### src/verilog/game_pkg.sv
// game core shared definitions
// grid geometry, frame timing, tile positions, buttons and lives

package game_pkg;

    // playfield in tiles
    localparam int GRID_W = 16;  // columns
    localparam int GRID_H = 12;  // rows

    localparam int FRAME_CYCLES  = 16;  // clocks per frame, stands in for vsync
    localparam int DRAGON_PERIOD = 2;   // steps between dragon moves

    typedef logic [3:0] coord_t;  // one tile coordinate

    // one byte, xxxx_yyyy
    typedef struct packed {
        coord_t x;
        coord_t y;
    } tile_pos_t;

    typedef logic [1:0] dir_t;  // facing

    localparam dir_t DIR_UP    = 2'd0;
    localparam dir_t DIR_RIGHT = 2'd1;
    localparam dir_t DIR_DOWN  = 2'd2;
    localparam dir_t DIR_LEFT  = 2'd3;

    // player controls, one bit per button
    typedef struct packed {
        logic up;
        logic down;
        logic left;
        logic right;
        logic attack;
    } buttons_t;

    typedef logic [1:0] lives_t;

    localparam lives_t START_LIVES = 2'd3;

    localparam tile_pos_t PLAYER_START = '{x: 4'd0, y: 4'd0};    // top left
    localparam tile_pos_t DRAGON_START = '{x: 4'd15, y: 4'd11};  // bottom right

endpackage

### src/verilog/collision_detector.sv
// collision detector
// registered tile compares for dragon against player and sword

`timescale 1ns/1ps

module collision_detector (
    input  logic                clk,
    input  logic                rst_n,
    input  game_pkg::tile_pos_t player_pos,
    input  game_pkg::tile_pos_t sword_pos,
    input  logic                sword_visible,
    input  game_pkg::tile_pos_t dragon_pos,
    output logic                player_hit,
    output logic                sword_hit
);
    logic player_on_dragon;  // same tile, unregistered
    logic sword_on_dragon;

    assign player_on_dragon = (player_pos == dragon_pos);
    // hidden sword is harmless
    assign sword_on_dragon  = sword_visible && (sword_pos == dragon_pos);

    always_ff @(posedge clk) begin
        if (rst_n) begin
            player_hit <= 1'b0;
            sword_hit  <= 1'b0;
        end else begin
            player_hit <= player_on_dragon;  // one cycle behind positions
            sword_hit  <= sword_on_dragon;
        end
    end

endmodule

### src/verilog/dragon_head.sv
// dragon head
// steps one tile toward the player every DRAGON_PERIOD steps
// a fresh sword hit restarts the delay, so the dragon is stunned

`timescale 1ns/1ps

module dragon_head (
    input  logic                clk,
    input  logic                rst_n,
    input  logic                step,
    input  game_pkg::tile_pos_t player_pos,
    input  logic                sword_hit,
    output game_pkg::tile_pos_t dragon_pos
);
    import game_pkg::*;

    logic [$clog2(DRAGON_PERIOD+1)-1:0] delay_cnt;  // steps since last move
    logic                               hit_d;      // delayed sword_hit
    logic                               move;       // this step is a move step

    assign move = step && (delay_cnt == DRAGON_PERIOD - 1);

    always_ff @(posedge clk) begin
        if (rst_n) begin
            delay_cnt  <= '0;
            hit_d      <= 1'b0;
            dragon_pos <= DRAGON_START;
        end else begin
            hit_d <= sword_hit;
            if (sword_hit && !hit_d) begin
                delay_cnt <= '0;  // stunned, full period again
            end else if (move) begin
                delay_cnt <= '0;
            end else if (step) begin
                delay_cnt <= delay_cnt + 1'b1;
            end

            // player_pos still holds the pre-step tile here
            if (move && !(sword_hit && !hit_d)) begin
                if (dragon_pos.x != player_pos.x) begin  // x first
                    if (dragon_pos.x > player_pos.x)
                        dragon_pos.x <= dragon_pos.x - 1'b1;
                    else
                        dragon_pos.x <= dragon_pos.x + 1'b1;
                end else if (dragon_pos.y != player_pos.y) begin
                    if (dragon_pos.y > player_pos.y)
                        dragon_pos.y <= dragon_pos.y - 1'b1;
                    else
                        dragon_pos.y <= dragon_pos.y + 1'b1;
                end
            end
        end
    end

endmodule

### src/verilog/frame_timer.sv
// frame timer
// wrap-around cycle counter, pulses tick once per frame

`timescale 1ns/1ps

module frame_timer (
    input  logic clk,
    input  logic rst_n,
    output logic tick
);
    import game_pkg::*;

    logic [$clog2(FRAME_CYCLES)-1:0] cnt;  // cycle within frame

    always_ff @(posedge clk) begin
        if (rst_n) begin
            cnt  <= '0;
            tick <= 1'b0;
        end else begin
            tick <= (cnt == FRAME_CYCLES - 1);  // registered, lands on the wrap
            if (cnt == FRAME_CYCLES - 1)
                cnt <= '0;
            else
                cnt <= cnt + 1'b1;
        end
    end

    // end-of-frame must be a single pulse
    assert property (@(posedge clk) disable iff (rst_n) tick |=> !tick);

endmodule

### src/verilog/game_top.sv
// game core top level
// frame timer, input latch, player, dragon head and collision detector

`timescale 1ns/1ps

module game_top (
    input  logic                clk,
    input  logic                rst_n,
    input  game_pkg::buttons_t  buttons,
    output game_pkg::tile_pos_t player_pos,
    output game_pkg::tile_pos_t sword_pos,
    output logic                sword_visible,
    output game_pkg::tile_pos_t dragon_pos,
    output game_pkg::lives_t    lives,
    output logic                player_hit,
    output logic                sword_hit,
    output logic                frame_step
);
    import game_pkg::*;

    logic     tick;      // end of frame
    buttons_t controls;  // one frame's worth of presses

    frame_timer frame_timer_i (
        .clk   (clk),
        .rst_n (rst_n),
        .tick  (tick)
    );

    input_latch input_latch_i (
        .clk      (clk),
        .rst_n    (rst_n),
        .tick     (tick),
        .buttons  (buttons),
        .controls (controls),
        .step     (frame_step)  // also the observation strobe
    );

    player_logic player_logic_i (
        .clk           (clk),
        .rst_n         (rst_n),
        .step          (frame_step),
        .controls      (controls),
        .player_hit    (player_hit),
        .player_pos    (player_pos),
        .facing        (),  // only used inside for the sword
        .sword_pos     (sword_pos),
        .sword_visible (sword_visible),
        .lives         (lives)
    );

    dragon_head dragon_head_i (
        .clk        (clk),
        .rst_n      (rst_n),
        .step       (frame_step),
        .player_pos (player_pos),
        .sword_hit  (sword_hit),
        .dragon_pos (dragon_pos)
    );

    collision_detector collision_detector_i (
        .clk           (clk),
        .rst_n         (rst_n),
        .player_pos    (player_pos),
        .sword_pos     (sword_pos),
        .sword_visible (sword_visible),
        .dragon_pos    (dragon_pos),
        .player_hit    (player_hit),
        .sword_hit     (sword_hit)
    );

endmodule

### src/verilog/input_latch.sv
// input latch
// gathers button presses over a frame, hands them over on tick
// short presses anywhere in the frame still count for the next step

`timescale 1ns/1ps

module input_latch (
    input  logic               clk,
    input  logic               rst_n,
    input  logic               tick,
    input  game_pkg::buttons_t buttons,
    output game_pkg::buttons_t controls,
    output logic               step
);
    import game_pkg::*;

    buttons_t acc;  // sticky OR of everything seen this frame

    always_ff @(posedge clk) begin
        if (rst_n) begin
            acc      <= '0;
            controls <= '0;
            step     <= 1'b0;
        end else begin
            step <= tick;  // one cycle behind tick, same cycle as new controls
            if (tick) begin
                controls <= acc | buttons;  // include this cycle's presses too
                acc      <= '0;
            end else begin
                acc <= acc | buttons;
            end
        end
    end

endmodule

### src/verilog/player_logic.sv
// player logic
// one tile move per step, facing, sword on the tile ahead
// lives count, one life lost per dragon contact

`timescale 1ns/1ps

module player_logic (
    input  logic                clk,
    input  logic                rst_n,
    input  logic                step,
    input  game_pkg::buttons_t  controls,
    input  logic                player_hit,
    output game_pkg::tile_pos_t player_pos,
    output game_pkg::dir_t      facing,
    output game_pkg::tile_pos_t sword_pos,
    output logic                sword_visible,
    output game_pkg::lives_t    lives
);
    import game_pkg::*;

    tile_pos_t next_pos;     // position after this step
    dir_t      next_facing;
    tile_pos_t ahead_pos;    // tile in front of next_pos
    logic      ahead_ok;     // that tile is on the grid
    logic      hit_d;        // delayed player_hit for edge detect

    // direction priority up, down, left, right; clamp at the edges
    always_comb begin
        next_pos    = player_pos;
        next_facing = facing;  // kept when nothing pressed
        if (controls.up) begin
            next_facing = DIR_UP;
            if (player_pos.y != '0)
                next_pos.y = player_pos.y - 1'b1;  // up lowers y
        end else if (controls.down) begin
            next_facing = DIR_DOWN;
            if (player_pos.y != coord_t'(GRID_H - 1))
                next_pos.y = player_pos.y + 1'b1;
        end else if (controls.left) begin
            next_facing = DIR_LEFT;
            if (player_pos.x != '0)
                next_pos.x = player_pos.x - 1'b1;
        end else if (controls.right) begin
            next_facing = DIR_RIGHT;
            if (player_pos.x != coord_t'(GRID_W - 1))
                next_pos.x = player_pos.x + 1'b1;
        end
    end

    // sword tile, from the new position and facing
    always_comb begin
        ahead_pos = next_pos;
        case (next_facing)
            DIR_UP: begin
                ahead_ok    = (next_pos.y != '0);
                ahead_pos.y = next_pos.y - 1'b1;
            end
            DIR_RIGHT: begin
                ahead_ok    = (next_pos.x != coord_t'(GRID_W - 1));
                ahead_pos.x = next_pos.x + 1'b1;
            end
            DIR_DOWN: begin
                ahead_ok    = (next_pos.y != coord_t'(GRID_H - 1));
                ahead_pos.y = next_pos.y + 1'b1;
            end
            DIR_LEFT: begin
                ahead_ok    = (next_pos.x != '0);
                ahead_pos.x = next_pos.x - 1'b1;
            end
        endcase
    end

    always_ff @(posedge clk) begin
        if (rst_n) begin
            player_pos    <= PLAYER_START;
            facing        <= DIR_UP;
            sword_pos     <= PLAYER_START;
            sword_visible <= 1'b0;
            lives         <= START_LIVES;
            hit_d         <= 1'b0;
        end else begin
            hit_d <= player_hit;
            if (player_hit && !hit_d && lives != '0)
                lives <= lives - 1'b1;  // once per contact, stops at zero
            if (step) begin
                if (lives != '0) begin
                    player_pos    <= next_pos;
                    facing        <= next_facing;
                    sword_pos     <= ahead_pos;
                    sword_visible <= controls.attack && ahead_ok;  // this frame only
                end else begin
                    sword_visible <= 1'b0;  // game over, frozen
                end
            end
        end
    end

    assert property (@(posedge clk) disable iff (rst_n)
        player_pos.x < GRID_W && player_pos.y < GRID_H);

    // lives only ever go down once out of reset
    assert property (@(posedge clk) disable iff (rst_n) lives <= $past(lives));

endmodule
### config.mk
export PLATFORM = sky130hd
export DESIGN_NAME = game_top
export DESIGN_NICKNAME = d
export VERILOG_FILES = /design/src/verilog/game_pkg.sv /design/src/verilog/collision_detector.sv /design/src/verilog/dragon_head.sv /design/src/verilog/frame_timer.sv /design/src/verilog/game_top.sv /design/src/verilog/input_latch.sv /design/src/verilog/player_logic.sv
export SDC_FILE = /design/constraint.sdc
export NUM_CORES = 1
export LEC_CHECK = 0
export ABC_AREA = 1
export BUFFER_PORTS_ARGS = -buffer_cell sky130_fd_sc_hd__buf_4
export CORE_MARGIN = 5
export CORE_UTILIZATION = 45
export CTS_BUF_LIST = sky130_fd_sc_hd__clkbuf_16
export DETAILED_ROUTE_END_ITERATION = 10
export GPL_TIMING_DRIVEN = 0
export HOLD_SLACK_MARGIN = 0.05
export REMOVE_ABC_BUFFERS = 1
export SYNTH_ARGS = -nofsm -noshare
export SYNTH_HDL_FRONTEND = slang
export SYNTH_SLANG_ARGS = --single-unit
### constraint.sdc
create_clock -name clk -period 7.9 [get_ports clk]
set_clock_uncertainty 0.2 [all_clocks]
set_input_delay 0 -clock clk [delete_from_list [all_inputs] [get_ports clk]]
set_output_delay 0 -clock clk [all_outputs]
set_load 0.005 [all_outputs]
==> out/summary.txt <==
POWER AND IR DROP
-------------------------------------------------------------------------------------
Overall power after layout .............................................     0.525 mW
Fraction of power consumed by the clock network ........................        0.475
Pwr dens ...............................................................  139 nW/um^2
Int Power ..............................................................     0.416 mW
Switching Fraction .....................................................        0.208
P_sw ...................................................................     0.109 mW
Proportion of power drawn by combinational gates .......................        0.027
Relative contribution of sequential cells to total power ...............        0.498
Maximum vdd drop .......................................................       115 uV
Cell leakage power .....................................................      1.82 nW

GLOBAL ROUTE
-------------------------------------------------------------------------------------
First-pass GRT wire length .............................................     12700 um
Vias in the first global route .........................................         2749
Largest net degree at the start of global routing ......................           29
Overall routing resource usage .........................................        0.178
Initial antenna violation count ........................................            0
Global-route congestion overflow total .................................            0

STA
-------------------------------------------------------------------------------------
Count of endpoints failing setup in the final report ...................            0
Transition time of the tightest slew-check pin .........................     0.493 ns
Final period util ......................................................        0.373
Worst hold slack .......................................................     0.248 ns
Number of failing hold endpoints at the final stage ....................            0
Final-report max-slew violation count ..................................            0
Smallest setup slack after layout ......................................      4.95 ns
Worst rel slew slack ...................................................        0.671
Time the worst path needs with I/O delays and setup ....................      2.95 ns
Max Fclk ...............................................................      339 MHz
Setup repair after global routing missed its margin ....................        false
Fin Setup TNS ..........................................................         0 ns

LAYOUT
-------------------------------------------------------------------------------------
Fin nets ...............................................................          524
Filler Cells Inserted ..................................................          711
Fraction of layout cells with a size suffix above 1 ....................        0.171
Multi-input combinational cell area ....................................   1860 sq um
Commonest non-fill, non-tap cell in the layout .........................      nand2_1
Register Area ..........................................................   1020 sq um
Leading cell types in the layout, fill and taps excluded ............... 79 x nand2_1, 61 x inv_1, 53 x nor2_1, 51 x dfxtp_1, 36 x buf_4
Area of all placed cells without fillers ...............................   3770 sq um
Area growth syn-to-layout ..............................................        17.5%
Inserted Diodes ........................................................            0
Non-filler cells in the finished layout ................................          587
Final core area utilization ............................................        0.549

SYNTHESIS
-------------------------------------------------------------------------------------
Post-synthesis async set-or-reset flop share ...........................            0
Cells taking the most area after synthesis ............................. dfxtp_1 32%, nand2_1 9.2%, ha_1 9.0%
Part of the Yosys area used for sequential elements ....................        0.318
Cell type with the highest aggregate area in the netlist ...............      dfxtp_1
Number of instances in the synthesized netlist .........................          450
Count of distinct cell types in the synthesized netlist ................           37
Share of Yosys cell area claimed by the top area cell type .............        0.318
Number of storage elements in the synthesis netlist ....................           51
Synth Warn # ...........................................................            0
Number of flops mapped to enable cells by yosys ........................            0
Netlist area before placement ..........................................   3210 sq um
Post-synthesis average cell area .......................................   7.13 sq um
Prevailing post-synth register cell ....................................      dfxtp_1

SETUP PATH
-------------------------------------------------------------------------------------
Beginning of the worst register-to-register path ....................... player_logic_i.player_pos[6]
CP Max Fanout ..........................................................           10
Timing endpoint of the critical path ................................... dragon_head_i.dragon_pos[7]
Slack of the worst reg-to-reg path .....................................      4.95 ns
Arrival time worst endpoint ............................................      2.99 ns
Reg2reg path depth .....................................................           15
CP startpoint kind .....................................................     register
Category of the most critical setup path ............................... register to register
Critical path launch point ............................................. player_logic_i.player_pos[6]
Worst Path Required ....................................................      7.94 ns
CP Capture Type ........................................................     register
Critical R2R Capture ................................................... dragon_head_i.dragon_pos[7]

ROUTING
-------------------------------------------------------------------------------------
Total number of vias ...................................................         2901
TritonRoute pass-1 iters ...............................................            4
Average routed wire per standard cell ..................................      12.8 um
Number of remaining DRC errors .........................................            0
DRT iter0 DRCs .........................................................          121
ANT nets after route ...................................................            0
Number of vias per cell ................................................         4.94
WL final ...............................................................      7510 um

CLOCK TREE
-------------------------------------------------------------------------------------
TritonCTS Sinks ........................................................           51
Clk Latency, worst-skew pair ...........................................      0.29 ns
Number of CTS-inserted buffers .........................................            5
Clock Tree Root ........................................................    clkbuf_16
Buffer count from post-CTS setup fixing ................................            0
Number of H-tree levels ................................................            2
Longest Clk Path Bufs ..................................................            2
Number of gates given a new drive strength after cts ...................            0
Clock-pin slew of the registers on the worst-case setup and hold paths .      0.07 ns
CTS tree ...............................................................          yes

FLOORPLAN
-------------------------------------------------------------------------------------
Die Ht .................................................................      94.5 um
Rows ...................................................................           30
Die outline area .......................................................   8920 sq um
Top-level port count ...................................................           37
Core footprint .........................................................   6870 sq um
Die width ..............................................................      94.5 um
Initial cell density of the core .......................................        0.467

RUN STATUS
-------------------------------------------------------------------------------------
Result of the run ...................................................... finished clean

PLACEMENT
-------------------------------------------------------------------------------------
Placed instance area ...................................................   3540 sq um
Placed Cells incl. Taps ................................................          573
Routability Congestion .................................................        0.834
HPWL after detailed placement ..........................................      5640 um
I/O Buffers ............................................................           36
Pre-CTS setup slack ....................................................      4.98 ns

MIN PATH
-------------------------------------------------------------------------------------
Hold Crit Class ........................................................ register to register

JOB
-------------------------------------------------------------------------------------
# Max-Cap Violations ...................................................            0

worst max-delay path, stage by stage (launching register included):
cell and delay [ns]:
dfxtp_1 0.55, inv_2 0.13, ha_1 0.32, nand2_1 0.09, inv_1 0.04, nand3_1 0.14, inv_1 0.08, nor2_1 0.21
ha_1 0.31, nand2_1 0.07, nor2_1 0.04, a211oi_1 0.23, or2_2 0.16, nand3_1 0.07, o21ai_0 0.16, a21o_1 0.10
synthesized netlist by cell type, types with 5 or more instances:
| cell | count |
|---|---|
| inv_2 | 10 |
| a21oi_1 | 28 |
| o21ai_0 | 24 |
| nor3_1 | 5 |
| nand2_1 | 79 |
| ha_1 | 23 |
| o22ai_1 | 5 |
| nand3_2 | 8 |
| xnor2_1 | 5 |
| xor2_1 | 6 |
| nor2_1 | 53 |
| nand3_1 | 31 |
| inv_1 | 61 |
| dfxtp_1 | 51 |
| nand2_2 | 9 |
state kept, by name, indices dropped and copies added (netlist names), 2 cells and up:
name                       flops
player_logic_i.facing          2
input_latch_i.controls         5
player_logic_i.player_pos      8
player_logic_i.sword_pos       8
input_latch_i.acc              5
frame_timer_i.cnt              4
dragon_head_i.dragon_pos       8
dragon_head_i.delay_cnt        2
player_logic_i.lives           2
metal layers:
layer  GRT usage  share of wire  wire, um
met5           0              0         0
met4      0.0457          0.014       102
met3      0.0311          0.044       327
met2       0.304           0.46      3440
met1       0.231           0.49      3640
layout make-up:
cell class | count | area share
well taps | 96 | 0.0319
clock inverters | 3 | 0.0116
multi-input cells | 319 | 0.494
repair buffers | 42 | 0.0876
flip-flops and latches | 51 | 0.271
inverters | 71 | 0.0707
clock buffers | 5 | 0.0332
power by group through the flow:
stage,clock network (mW),logic (mW),registers [mW]
2_1_floorplan,0,0.00588,0.267
3_3_place_gp,0,0.0120,0.267
3_5_place_dp,0,0.0122,0.267
4_1_cts,0.256,0.0144,0.261
5_1_grt,0.266,0.0161,0.262
6_report,0.250,0.0143,0.261
cell families (layout without fill, tap and decap cells):
| family | after synthesis | after routing | synth area share |
|---|---|---|---|
| compound gates | 77 | 77 | 0.136 |
| xor+xnor | 11 | 11 | 0.0300 |
| fa+ha+maj | 27 | 27 | 0.115 |
| buf+inv | 80 | 121 | 0.101 |
| flops | 51 | 51 | 0.318 |
| simple gates | 204 | 204 | 0.300 |
repair_timing:
item	4_1_cts	5_1_grt
hold buffers	6	0
endpoints found under the hold margin	35	0
endpoints found under the setup margin	0	0
worst min-delay path by stage:
| stage | from | endpoint | slack [ns] | cells after the start |
|---|---|---|---|---|
| floorplan | rst_n | player_logic_i.sword_pos[4] | -0.13 | 1 |
| global placement | buttons[3] | input_latch_i.acc[3] | 0.04 | 3 |
| detailed placement | buttons[1] | input_latch_i.acc[1] | 0.04 | 3 |
| CTS | collision_detector_i.sword_hit | dragon_head_i.hit_d | 0.25 | 2 |
| global route | collision_detector_i.player_hit | player_logic_i.hit_d | 0.28 | 2 |
| finish | collision_detector_i.sword_hit | dragon_head_i.hit_d | 0.25 | 2 |
Note: power is estimated with default switching activity, not from simulation.
